<file path="src/verilog/dcache_pkg.sv">
package dcache_pkg;

    // address geometry
    localparam int addr_len    = 16;
    localparam int offset_len  = 3;
    localparam int set_len     = 3;
    localparam int set_count   = 8;
    localparam int way_len     = 2;
    localparam int way_count   = 4;
    localparam int tag_len     = 10;
    localparam int block_bits  = 64;
    localparam int word_len    = 32;

    // memory tag zero means no transaction
    localparam int mem_tag_len = 4;

    localparam int buffer_len  = 2;
    localparam int buffer_size = 4;
    localparam int preg_len    = 6;
    localparam int rob_len     = 5;

    typedef enum logic [1:0] {
        mem_byte,
        mem_half,
        mem_word,
        mem_double
    } mem_size_t;

    typedef enum logic [1:0] {
        bus_none,
        bus_load,
        bus_store
    } bus_command_t;

    typedef struct packed {
        logic [tag_len-1:0]    tag;
        logic [set_len-1:0]    set;
        logic [offset_len-1:0] offset;
    } cache_addr_t;

    typedef struct packed {
        cache_addr_t          addr;
        mem_size_t            size;
        logic                 is_signed;
        logic [preg_len-1:0]  preg;
        logic [rob_len-1:0]   rob;
    } load_request_t;

    typedef struct packed {
        cache_addr_t          addr;
        mem_size_t            size;
        logic [word_len-1:0]  data;
    } store_request_t;

    typedef struct packed {
        logic                   valid;
        logic                   done;
        logic [mem_tag_len-1:0] mem_tag;
        load_request_t          request;
        logic [block_bits-1:0]  block;
    } miss_entry_t;

    typedef struct packed {
        logic                 valid;
        logic [word_len-1:0]  value;
        logic [preg_len-1:0]  preg;
        logic [rob_len-1:0]   rob;
    } load_result_t;

    typedef struct packed {
        bus_command_t          command;
        logic [addr_len-1:0]   addr;
        mem_size_t             size;
        logic [block_bits-1:0] data;
    } mem_request_t;

    typedef struct packed {
        logic                   grant_valid;
        logic [mem_tag_len-1:0] grant_tag;
        logic [mem_tag_len-1:0] return_tag;
        logic [block_bits-1:0]  return_data;
    } mem_response_t;

endpackage
</file>
<file path="src/verilog/miss_handler.sv">
`timescale 1ns/10ps

module miss_handler (
    input  logic                       clock,
    input  logic                       reset,
    input  logic                       flush,
    input  logic                       load_valid,
    input  dcache_pkg::load_request_t  load_request,
    input  logic                       load_hit,
    input  logic                       store_valid,
    input  dcache_pkg::store_request_t store_request,
    input  dcache_pkg::mem_response_t  mem_response,
    output logic                       load_ready,
    output dcache_pkg::mem_request_t   mem_request,
    output dcache_pkg::miss_entry_t    head_entry,
    output logic                       head_retire
);
    import dcache_pkg::*;

    miss_entry_t [buffer_size-1:0] buffer;
    logic [buffer_len-1:0]         head_ptr;
    logic [buffer_len-1:0]         send_ptr;
    logic [buffer_len-1:0]         tail_ptr;
    logic                          full;

    miss_entry_t send_entry;
    logic        allocate;
    logic        granted;

    assign head_entry  = buffer[head_ptr];
    assign send_entry  = buffer[send_ptr];
    assign load_ready  = !full;
    assign allocate    = load_valid && !load_hit && !full;
    // a hit owns the result port this cycle
    assign head_retire = head_entry.valid && head_entry.done && !(load_valid && load_hit);
    assign granted     = mem_request.command == bus_load && mem_response.grant_valid &&
                         mem_response.grant_tag != '0;

    // stores go first, then the oldest unsent miss
    always_comb begin
        mem_request = '0;
        if (store_valid) begin
            mem_request.command = bus_store;
            mem_request.addr    = store_request.addr;
            mem_request.size    = store_request.size;
            mem_request.data    = {{(block_bits - word_len){1'b0}}, store_request.data};
        end else if (send_entry.valid && !send_entry.done && send_entry.mem_tag == '0) begin
            mem_request.command = bus_load;
            mem_request.addr    = {send_entry.request.addr.tag, send_entry.request.addr.set,
                                   {offset_len{1'b0}}};
            mem_request.size    = mem_double;
        end
    end

    always_ff @(posedge clock) begin
        if (reset || flush) begin
            head_ptr <= '0;
            send_ptr <= '0;
            tail_ptr <= '0;
            full     <= 1'b0;
        end else begin
            if (allocate) begin
                tail_ptr <= tail_ptr + 1'b1;
            end
            if (head_retire) begin
                head_ptr <= head_ptr + 1'b1;
            end
            if (granted) begin
                send_ptr <= send_ptr + 1'b1;
            end
            if (allocate && !head_retire && tail_ptr + 1'b1 == head_ptr) begin
                full <= 1'b1;
            end else if (head_retire && !allocate) begin
                full <= 1'b0;
            end
        end
    end

    always_ff @(posedge clock) begin
        if (reset || flush) begin
            for (int i = 0; i < buffer_size; i++) begin
                buffer[i].valid <= 1'b0;
            end
        end else begin
            if (allocate) begin
                buffer[tail_ptr].valid   <= 1'b1;
                buffer[tail_ptr].done    <= 1'b0;
                buffer[tail_ptr].mem_tag <= '0;
                buffer[tail_ptr].request <= load_request;
            end
            if (head_retire) begin
                buffer[head_ptr].valid <= 1'b0;
            end
            if (granted) begin
                buffer[send_ptr].mem_tag <= mem_response.grant_tag;
            end
            // returns may come back in any order
            for (int i = 0; i < buffer_size; i++) begin
                if (buffer[i].valid && !buffer[i].done && mem_response.return_tag != '0 &&
                    buffer[i].mem_tag == mem_response.return_tag) begin
                    buffer[i].done  <= 1'b1;
                    buffer[i].block <= mem_response.return_data;
                end
            end
        end
    end

endmodule

</file>
<file path="config.mk">
export PLATFORM = sky130hd
export DESIGN_NAME = miss_handler
export DESIGN_NICKNAME = d
export VERILOG_FILES = /design/src/verilog/dcache_pkg.sv /design/src/verilog/miss_handler.sv
export SDC_FILE = /design/constraint.sdc
export NUM_CORES = 1
export LEC_CHECK = 0
export BUFFER_PORTS_ARGS = -buffer_cell sky130_fd_sc_hd__clkbuf_2
export CAP_MARGIN = 10
export CELL_PAD_IN_SITES_DETAIL_PLACEMENT = 1
export CELL_PAD_IN_SITES_GLOBAL_PLACEMENT = 1
export CORE_UTILIZATION = 47
export DETAILED_ROUTE_END_ITERATION = 6
export GPL_TIMING_DRIVEN = 1
export PLACE_DENSITY = 0.77
export SLEW_MARGIN = 20
export SYNTH_ARGS = -nofsm -noshare
export SYNTH_HDL_FRONTEND = slang
export SYNTH_SLANG_ARGS = --single-unit
</file>
<file path="constraint.sdc">
create_clock -name clock -period 3.6 [get_ports clock]
set_input_delay 0.18 -clock clock [delete_from_list [all_inputs] [get_ports clock]]
set_output_delay 0.18 -clock clock [all_outputs]
set_load 0.03 [all_outputs]
</file>
==> summary.md, run 1 <==
| Metric | Value |
|---|---|
| Final worst path period need | 2.80 ns |
| Clk_lat worst skew | 0.56 ns |
| First-pass GRT wire length | 71300 um |
| Synth Register Bits | 407 |
| Final period util | 0.777 |
| Clk root buf | clkbuf_16 |
| Nature of the critical path endpoint | output port |
| Pin count of the biggest net entering global routing | 66 |
| Power Total | 9.76 mW |
| CTS Sinks | 407 |
| Antenna-violating nets left | 0 |
| Delay-heaviest family, CP | simple AND/OR/NAND/NOR gates |
| Vias in the first global route | 12000 |
| Starting Density | 0.477 |
| Clock slew at reported path FFs | 0.06 ns |
| Drt first pass iters | 4 |
| Clock Skews | 0.0131 ns |
| Synth-to-Final Area Change | 22.3% |
| DR WL/cell | 22.2 um |
| Core ar. | 38700 um^2 |
| Critical path, cell by cell | nor3_1, nand4b_1, a32o_1, nor2_1, a21o_1, clkbuf_2 |
| Final hold vios | 0 |
| Die X | 200 um |
| Max_cap viols | 0 |
| Final setup fails | 0 |
| Die area | 40100 um^2 |
| Worst stage delay on the critical path | 0.50 ns |
| Via density | 5.20 |
| Pleak | 8.24 nW |
| Req. time, crit path | 3.42 ns |
| Worst Hold Class | in2reg |
| Postcts setup bufs | 0 |
| Overall Global Routing Usage | 0.235 |
| Status | complete, no violations |
| Final setup TNS | 0 ns |
| Global route total overflow | 0 |
| Syn Area/Cell | 16.6 um^2 |
| Routed WL | 45900 um |
| Placement Rows | 72 |
| Max H-tree Level | 2 |
| Initial DRC count | 547 |
| Number of synthesis warnings | 0 |
| # DRC | 0 |
| Peak supply drop | 0.000400 V |
| Top_reg_cell synth | edfxtp_1 |
| Clock Path Buffers | 3 |
| Initial antenna violation count | 3 |
| Slew @ Worst Pin | 0.861 ns |
| Post-synth EDFFs | 396 |
| Final GP Congestion | 0.819 |
| Hold_sp | load_hit |
| RSZ-0062 raised after global routing | no |
| CTS buffer count | 43 |
| Unique masters post-synth | 41 |
| CP Launch Type | flip-flop |
| # port buffers | 312 |
| Seq/Total Area, Yosys | 0.656 |
| CP bufs+invs | 1 |
| Synth Cell Area | 18500 um^2 |
| Pwr/cell area | 432 nW/um^2 |
| Cts hold-fix bufs | 95 |
| Mapped Cells | 1110 |
| Layout net count | 1684 |
| Post-DP HPWL | 28300 um |
| PostCTS Resize Cnt | 0 |
| Worst r2r src | buffer[195] |
| Final-report max-slew violation count | 0 |
| Via Count | 10700 |
| Fraction of registers with async set or reset after synthesis | 0 |
| IO Pins | 345 |
| Fmax | 357 MHz |
| CTS tree | built |
| Worst setup path class | reg2out |
| Share of cells above drive strength 1 | 0.339 |
| WP data arrival | 2.62 ns |
| Slowest stage cell, crit path | a32o_1 |
| Worst-path maximum fanout | 14 |
| Slew headroom | 0.426 |
| Critical path startpoint | buffer[394] |
| Die height | 200 um |
kinds of logic (layout without fill, tap and decap cells):
group                    Yosys count  after routing  synth area share
multiplexers                     130            130             0.147
flip-flops                       407            407             0.656
adder cells (fa/ha/maj)           12             12           0.00813
XOR/XNOR                          20             20           0.00949
other                              1             35          0.000203
AND/OR/NAND/NOR                  383            383             0.123
buffers and inverters            118            519            0.0409
AO/OA/AOI/OAI                     39             39            0.0152
cell usage in the layout (no fill, tap or decap), drive strengths merged, types with 13 or more instances in the layout:
master | Yosys | layout
inv | 15 | 18
xor2 | 13 | 13
edfxtp | 396 | 396
clkbuf | 20 | 369
mux2i | 17 | 17
nor2 | 14 | 14
and2 | 295 | 295
o21ai | 13 | 13
conb | 1 | 32
buf | 83 | 23
mux4 | 113 | 113
dlygate4sd3 | 0 | 95
nand2 | 47 | 47
registers in the layout, indices dropped and copies added (netlist names):
register	cells
head_ptr	2
full	1
tail_ptr	2
send_ptr	2
buffer	400
cells in the mapped netlist (2+ instances only):
master / number / area (um^2)
a211oi_1: 5 / 37.5
a21o_1: 6 / 45.0
a21oi_1: 5 / 25.0
a41oi_1: 2 / 17.5
and2_1: 295 / 1850
and3_1: 5 / 31.3
buf_1: 6 / 22.5
buf_2: 21 / 105
buf_4: 36 / 270
buf_6: 20 / 225
clkbuf_1: 19 / 71.3
dfxtp_1: 11 / 220
edfxtp_1: 396 / 11900
ha_1: 12 / 150
inv_1: 15 / 56.3
mux2i_1: 17 / 170
mux4_2: 113 / 2540
nand2_1: 47 / 176
nand3_1: 2 / 10.0
nand3_2: 4 / 40.0
nor2_1: 14 / 52.6
nor2b_1: 4 / 25.0
nor3_1: 4 / 20.0
nor4_1: 4 / 25.0
o21ai_0: 13 / 65.1
xnor2_1: 7 / 61.3
xor2_1: 13 / 114
area by class of cell:
class / instances / area [um^2]
Multi-Input combinational cell: 616 / 5740
Antenna cell: 3 / 7.51
Clock inverter: 17 / 111
Inverter: 15 / 56.3
Timing Repair Buffer: 430 / 2770
Tap cell: 518 / 648
Clock buffer: 57 / 1130
Fill cell: 3729 / 16200
Sequential cell: 407 / 12100
per-layer routing:
metal / up-vias / track usage / part of all wire
li1: 4899 / - / -
met1: 5501 / 0.282 / 0.39
met3: 52 / 0.0526 / 0.053
met5: - / 0 / 0
met4: 0 / 0.0643 / 0.019
met2: 269 / 0.423 / 0.54
worst reg2reg max path, cell delays in order (launching register included):
cell and delay (ns):
edfxtp_1 0.48, xor2_1 0.21, nor4_1 0.40, and3_2 0.29
buf_4 0.56, and2_1 0.32
per-stage QoR:
stage / instance area [um^2] / hold WS [ns] / worst slack [ns] / util / std cells
after global placement: 20400 / 0.394 / 1.38 / 0.526 / 1891
after detailed placement: 20400 / 0.399 / 1.24 / 0.526 / 1891
after CTS: 22600 / 0.0000582 / 0.765 / 0.583 / 2060
after global routing: 22600 / 0.0465 / 0.618 / 0.583 / 2063
final: 22600 / 0.0351 / 0.802 / 0.583 / 2063
after floorplan: 18600 / 0.279 / 0.362 / - / 1141
where the power goes:
part / internal (mW) / total, mW / switching [mW]
clock network: 2.27 / 4.03 / 1.77
logic: 0.221 / 0.549 / 0.328
registers: 5.16 / 5.18 / 0.0151
path summary, 6_finish.rpt:
path,slack (ns),cells past startpoint,endpoint
worst max-delay path,0.80,6,mem_request[65]
worst min-delay path,0.04,4,full
worst max register to register,1.21,5,buffer[111]
worst min register to register,0.54,2,buffer[299]
(Power assumes the default switching activity.)
==> run 2, diff against run 1 <==
clock period = 2.9 ns   (was 3.6 ns; I/O delays follow)
==> run 2 against run 1 <==
Setup slack worse by 0.61 ns; combinational power up 26%; clock power up 37%; final cell count up 0.68%; critical path depth unchanged; register-to-register slack worse by 0.79 ns; global-route usage up 0.45 points; wire length up 3.0%; design area up 1.1%; sequential share of layout area down 0.60 points; critical path type unchanged.
==> summary.md, run 2 (same netlist as run 1, synthesis figures left out) <==
| Metric | Value |
|---|---|
| Status | complete, no violations |
| CP bufs+invs | 1 (unchanged) |
| # fillers | 3704 (-0.67%) |
| Die X | 200 um (unchanged) |
| Routing usage on met2 | 0.434 (+0.0107) |
| Setup slack, reg-to-reg | 0.42 ns (-0.79 ns) |
| Grt met3 use | 0.0552 (+0.00260) |
| Reg power frac | 0.509 (-0.022) |
| Via density | 5.25 (+1.0%) |
| Multi-input gate area | 5740 um^2 (about the same) |
| Share of cells above drive strength 1 | 0.345 (+0.00614) |
| Worst Hold Class | in2reg |
| Layout net count | 1694 (+0.59%) |
| # port buffers | 312 (unchanged) |
| Clk root buf | clkbuf_16 |
| Fmax | 369 MHz |
| GRT Max-Usage Layer | met2 |
| Pwr/cell area | 553 nW/um^2 (+28%) |
| Critical path startpoint | buffer[394] |
| P_int | 9.89 mW (+29%) |
| Slowest stage cell, crit path | edfxtp_1 |
| Final worst path period need | 2.71 ns |
| Slew headroom | 0.502 (+0.0761) |
| Via Count | 10900 (+1.7%) |
| # DRC | 0 (unchanged) |
| First-pass GRT wire length | 72800 um (+2.1%) |
| Psw | 2.74 mW (+30%) |
| Final-report max-slew violation count | 0 (unchanged) |
| CP Launch Type | flip-flop |
| Overall Global Routing Usage | 0.239 (+0.00453) |
| Vias in the first global route | 12300 (+2.4%) |
| Logic gate share of total power | 0.055 (about the same) |
| Worst stage delay on the critical path | 0.45 ns (-0.05 ns) |
| Clock Path Buffers | 3 (unchanged) |
| Peak supply drop | 0.000587 V (+47%) |
| Max H-tree Level | 2 (unchanged) |
| Hold WS | 0.0233 ns (-0.0118 ns) |
| Final period util | 0.934 |
| Reg-to-Reg End | full |
| CTS Sinks | 407 (unchanged) |
| Worst setup path class | reg2out |
| Final hold vios | 0 (unchanged) |
| Initial DRC count | 572 (+4.6%) |
| DR WL/cell | 22.8 um (+2.3%) |
| DP Worst Slack | 0.655 ns (-0.584 ns) |
| Drt first pass iters | 5 (+1) |
| Critical path, cell by cell | nor3_1, nand4b_1, a32o_2, nor2_1, a21o_1, clkbuf_2 |
| CP endpoint | mem_request[64] |
| Final core occ | 0.590 (+0.00662) |
| Final setup fails | 0 (unchanged) |
| Final worst slack | 0.190 ns (-0.611 ns) |
| Met1 global-route usage | 0.281 (-0.000833) |
| Commonest cells after routing, fill and taps aside | edfxtp_1 (396), clkbuf_2 (312), and2_1 (291), mux4_2 (113), dlygate4sd3_1 (101) |
| Clk_lat worst skew | 0.57 ns (about the same) |
| Pleak | 8.38 nW (+1.7%) |
| Clock Power Share | 0.436 (+0.023) |
| Placement Rows | 72 (unchanged) |
| Global route total overflow | 0 (unchanged) |
| Pin count of the biggest net entering global routing | 66 (unchanged) |
| Clock Skews | 0.0166 ns (+0.00349 ns) |
| Routed WL | 47300 um (+3.0%) |
| Final GP Congestion | 0.876 (+7.0%) |
| Critical Path Stages | 6 (unchanged) |
| Clock slew at reported path FFs | 0.07 ns (about the same) |
| RSZ-0062 raised after global routing | no |
| Postcts setup bufs | 0 (unchanged) |
| Req. time, crit path | 2.76 ns (-0.66 ns) |
| Reg with most FFs | buffer |
| Die height | 200 um (unchanged) |
| Antenna-violating nets left | 0 (unchanged) |
| Placed Cells | 1894 (+0.16%) |
| CTS buffer count | 44 (+2.3%) |
| WP data arrival | 2.56 ns (-0.06 ns) |
| Commonest non-fill, non-tap cell in the layout | edfxtp_1 |
| Post-DP HPWL | 29000 um (+2.7%) |
| Core ar. | 38700 um^2 (unchanged) |
| CTS tree | built |
| IO Pins | 345 (unchanged) |
| FF+latch area | 12100 um^2 (unchanged) |
| Worst-case reg-to-reg path depth | 7 (+2) |
| Delay-heaviest family, CP | simple AND/OR/NAND/NOR gates |
| Worst-path maximum fanout | 14 (unchanged) |
| Nature of the critical path endpoint | output port |
| Max_cap viols | 0 (unchanged) |
| Starting Density | 0.477 (unchanged) |
| Max reg flops | 400 (unchanged) |
| Die area | 40100 um^2 (unchanged) |
| Layout Cells excl Fill | 2077 (+0.68%) |
| Synth-to-Final Area Change | 23.7% |
| Slew @ Worst Pin | 0.747 ns (-0.114 ns) |
| Hold_sp | mem_response[71] |
| Switching part of the total | 0.217 (+0.00105) |
| Worst r2r src | tail_ptr[0] |
| Initial antenna violation count | 1 (-2) |
## run 2: layer usage
layer,part of all wire,up-vias
met5,0,-
met4,0.023,0
met3,0.061,73
met2,0.54,328
met1,0.38,5577
li1,-,4924
## run 2: how the worst min path moves through the flow
stage | end | slack [ns] | cells after the start
2_1_floorplan | buffer[164] | 0.24 | 0
3_3_place_gp | buffer[271] | 0.36 | 1
3_5_place_dp | buffer[264] | 0.37 | 1
4_1_cts | buffer[97] | 0.003 | 3
5_1_grt | buffer[294] | 0.02 | 3
6_report | buffer[97] | 0.02 | 3
## run 2: repair_timing
action	4_1_cts	5_1_grt
hold endpoints to repair	383	0
hold buffers	101	0
gates resized for setup	0	1
setup endpoints to repair	0	5
## run 2: metrics by stage
step / cell area [um^2] / TNS (ns) / power (mW)
after floorplan: 18600 / -0.253 / 6.91
after global placement: 20400 / 0 / 7.11
after detailed placement: 20400 / 0 / 7.13
after CTS: 22800 / 0 / 12.7
after global routing: 22800 / 0 / 13.0
final: 22800 / 0 / 12.6
## run 2: final cells by class
| type | instances | share of cell area |
|---|---|---|
| clock inverters | 27 | 0.0102 |
| flip-flops and latches | 407 | 0.531 |
| repair buffers | 439 | 0.126 |
| inverters | 15 | 0.00247 |
| multi-input cells | 616 | 0.251 |
| well taps | 518 | 0.0284 |
| diodes | 1 | 0.000110 |
| clock buffers | 54 | 0.0508 |
## run 2: tightest hold or removal path: cells and delay by family
family / cells / cell delay, ns
buffers and inverters: 2 / 0.18
muxes: 1 / 0.14
## run 2: power by group through the flow
stage                     logic (mW)  registers, mW  clock network [mW]
after floorplan                0.358           6.55                   0
after global placement         0.556           6.55                   0
after detailed placement       0.572           6.55                   0
after CTS                      0.688           6.43                5.62
after global routing           0.735           6.43                5.79
final                          0.692           6.43                5.51
==> run 3, diff against run 2 <==
RECOVER_POWER = 100   (was unset)
==> run 3 against run 2 <==
Register-to-register slack got worse by 0.28 ns; power barely moved; final cell count barely moved; fmax fell by 1.7%; combinational power fell by 2%.
==> summary.md, run 3 (same netlist as run 1, synthesis figures left out) <==
| Metric | Value |
|---|---|
| Status | complete, no violations |
| Final core occ | 0.584 (-0.00575) |
| Commonest cells after routing, fill and taps aside | edfxtp_1 (396), clkbuf_2 (252), and2_0 (151), and2_1 (142), mux4_2 (113) |
| Logic gate share of total power | 0.054 (about the same) |
| CTS buffer count | 44 (unchanged) |
| Pleak | 7.98 nW (-4.8%) |
| Starting Density | 0.477 (unchanged) |
| P_int | 9.88 mW (-0.13%) |
| Delay-heaviest family, CP | buffers and inverters |
| Clock slew at reported path FFs | 0.07 ns (about the same) |
| Hold WS | 0.0269 ns (+0.00352 ns) |
| Synth-to-Final Area Change | 22.5% |
| # DRC | 0 (unchanged) |
| Overall Global Routing Usage | 0.239 (unchanged) |
| Die area | 40100 um^2 (unchanged) |
| Routed WL | 47300 um (+0.12%) |
| Critical path, cell by cell | xor2_1, nor4_1, and3_2, clkbuf_2, and2_0 |
| First-pass GRT wire length | 72800 um (unchanged) |
| Core ar. | 38700 um^2 (unchanged) |
| Slowest stage cell, crit path | clkbuf_2 |
| Placement Rows | 72 (unchanged) |
| Final worst path period need | 2.76 ns (+0.0466 ns) |
| WP data arrival | 3.17 ns (+0.61 ns) |
| Slew headroom | 0.00871 (-0.493) |
| Worst-path maximum fanout | 66 (+52) |
| Worst-case reg-to-reg path depth | 5 (-2) |
| Worst stage delay on the critical path | 1.05 ns (+0.60 ns) |
| Nature of the critical path endpoint | flip-flop |
| CTS tree | built |
| Share of cells above drive strength 1 | 0.292 (-0.0533) |
| Final setup fails | 0 (unchanged) |
| Reg with most FFs | buffer |
| DR WL/cell | 22.8 um (about the same) |
| Layout net count | 1694 (unchanged) |
| Via density | 5.25 (about the same) |
| Slew @ Worst Pin | 1.49 ns (+0.740 ns) |
| Reg power frac | 0.509 (about the same) |
| Final hold vios | 0 (unchanged) |
| DP Worst Slack | 0.655 ns (unchanged) |
| Clk root buf | clkbuf_16 |
| Req. time, crit path | 3.31 ns (+0.55 ns) |
| Max H-tree Level | 2 (unchanged) |
| Critical Path Stages | 5 (-1) |
| Global route total overflow | 0 (unchanged) |
| Final period util | 0.950 (+0.0161) |
| Psw | 2.76 mW (+0.58%) |
| Peak supply drop | 0.000586 V (about the same) |
| Placed Cells | 1894 (unchanged) |
| Clk_lat worst skew | 0.58 ns (about the same) |
| Antenna-violating nets left | 0 (unchanged) |
| Setup slack, reg-to-reg | 0.14 ns (-0.28 ns) |
| Die X | 200 um (unchanged) |
| Postcts setup bufs | 0 (unchanged) |
| Clock Skews | 0.0184 ns (+0.00175 ns) |
| Met1 global-route usage | 0.281 (unchanged) |
| Max_cap viols | 0 (unchanged) |
| GRT Max-Usage Layer | met2 |
| RSZ-0062 raised after global routing | no |
| Clock Path Buffers | 3 (unchanged) |
| Worst setup path class | reg2reg |
| # fillers | 3757 (+1.4%) |
| Vias in the first global route | 12300 (unchanged) |
| Final worst slack | 0.144 ns (-0.0466 ns) |
| Fmax | 363 MHz (-1.7%) |
| Final GP Congestion | 0.876 (unchanged) |
| Commonest non-fill, non-tap cell in the layout | edfxtp_1 |
| Drt first pass iters | 4 (-1) |
| # port buffers | 312 (unchanged) |
| Grt met3 use | 0.0552 (unchanged) |
| CP bufs+invs | 1 (unchanged) |
| Switching part of the total | 0.218 (+0.00120) |
| IO Pins | 345 (unchanged) |
| Max reg flops | 400 (unchanged) |
| CP Launch Type | flip-flop |
| Die height | 200 um (unchanged) |
| Routing usage on met2 | 0.434 (unchanged) |
| Final-report max-slew violation count | 0 (unchanged) |
| Worst Hold Class | in2reg |
| Pin count of the biggest net entering global routing | 66 (unchanged) |
| CTS Sinks | 407 (unchanged) |
| Initial antenna violation count | 1 (unchanged) |
| Layout Cells excl Fill | 2078 (+0.048%) |
| Initial DRC count | 615 (+7.5%) |
| Post-DP HPWL | 29000 um (unchanged) |
| Pwr/cell area | 559 nW/um^2 (+1.0%) |
| Hold Crit Depth | 3 (unchanged) |
| Via Count | 10900 (+0.15%) |
| Clock Power Share | 0.437 (about the same) |
[run 3: layout make-up]
cell class / instances / area (um^2) / share of cell area
tap: 518 / 648 / 0.0287
timing repair buffer: 439 / 2700 / 0.119
inverter: 15 / 56.3 / 0.00249
sequential: 407 / 12100 / 0.536
clock inverter: 27 / 233 / 0.0103
antenna: 2 / 5.00 / 0.000221
clock buffer: 54 / 1160 / 0.0513
multi-input combinational: 616 / 5700 / 0.252
[run 3: what timing repair did]
action	in CTS	in global routing
hold endpoints to repair	383	0
resized for setup	0	1
hold buffers	101	0
setup endpoints to repair	0	5
[run 3: power groups by stage]
stage	sequential [mW]	clock, mW	combinational, mW
finish	6.43	5.52	0.677
global route	6.43	5.79	0.721
CTS	6.43	5.62	0.688
detailed placement	6.55	0	0.572
global placement	6.55	0	0.556
floorplan	6.55	0	0.358
[run 3: worst register-to-register path, stage by stage (launching register included)]
cell,delay [ns]
edfxtp_1,0.45
xor2_1,0.18
nor4_1,0.33
and3_2,0.26
clkbuf_2,1.05
and2_0,0.33
[run 3: final timing paths]
kind	from	endpoint
max reg2reg	buffer[294]	buffer[225]
min	mem_response[71]	buffer[97]
min reg2reg	buffer[399]	buffer[399]
max	buffer[294]	buffer[225]
[run 3: per-stage QoR]
stage | power (mW) | area [um^2] | setup TNS [ns]
after floorplan | 6.91 | 18600 | -0.253
after global placement | 7.11 | 20400 | 0
after detailed placement | 7.13 | 20400 | 0
after CTS | 12.7 | 22800 | 0
after global routing | 12.9 | 22600 | 0
final | 12.6 | 22600 | 0
[run 3: layer usage]
layer  vias to the layer above  routed length (um)
li1                       4917                   -
met1                      5601               18100
met2                       329               25300
met3                        71                2830
met4                         0                1070
met5                         -                   0
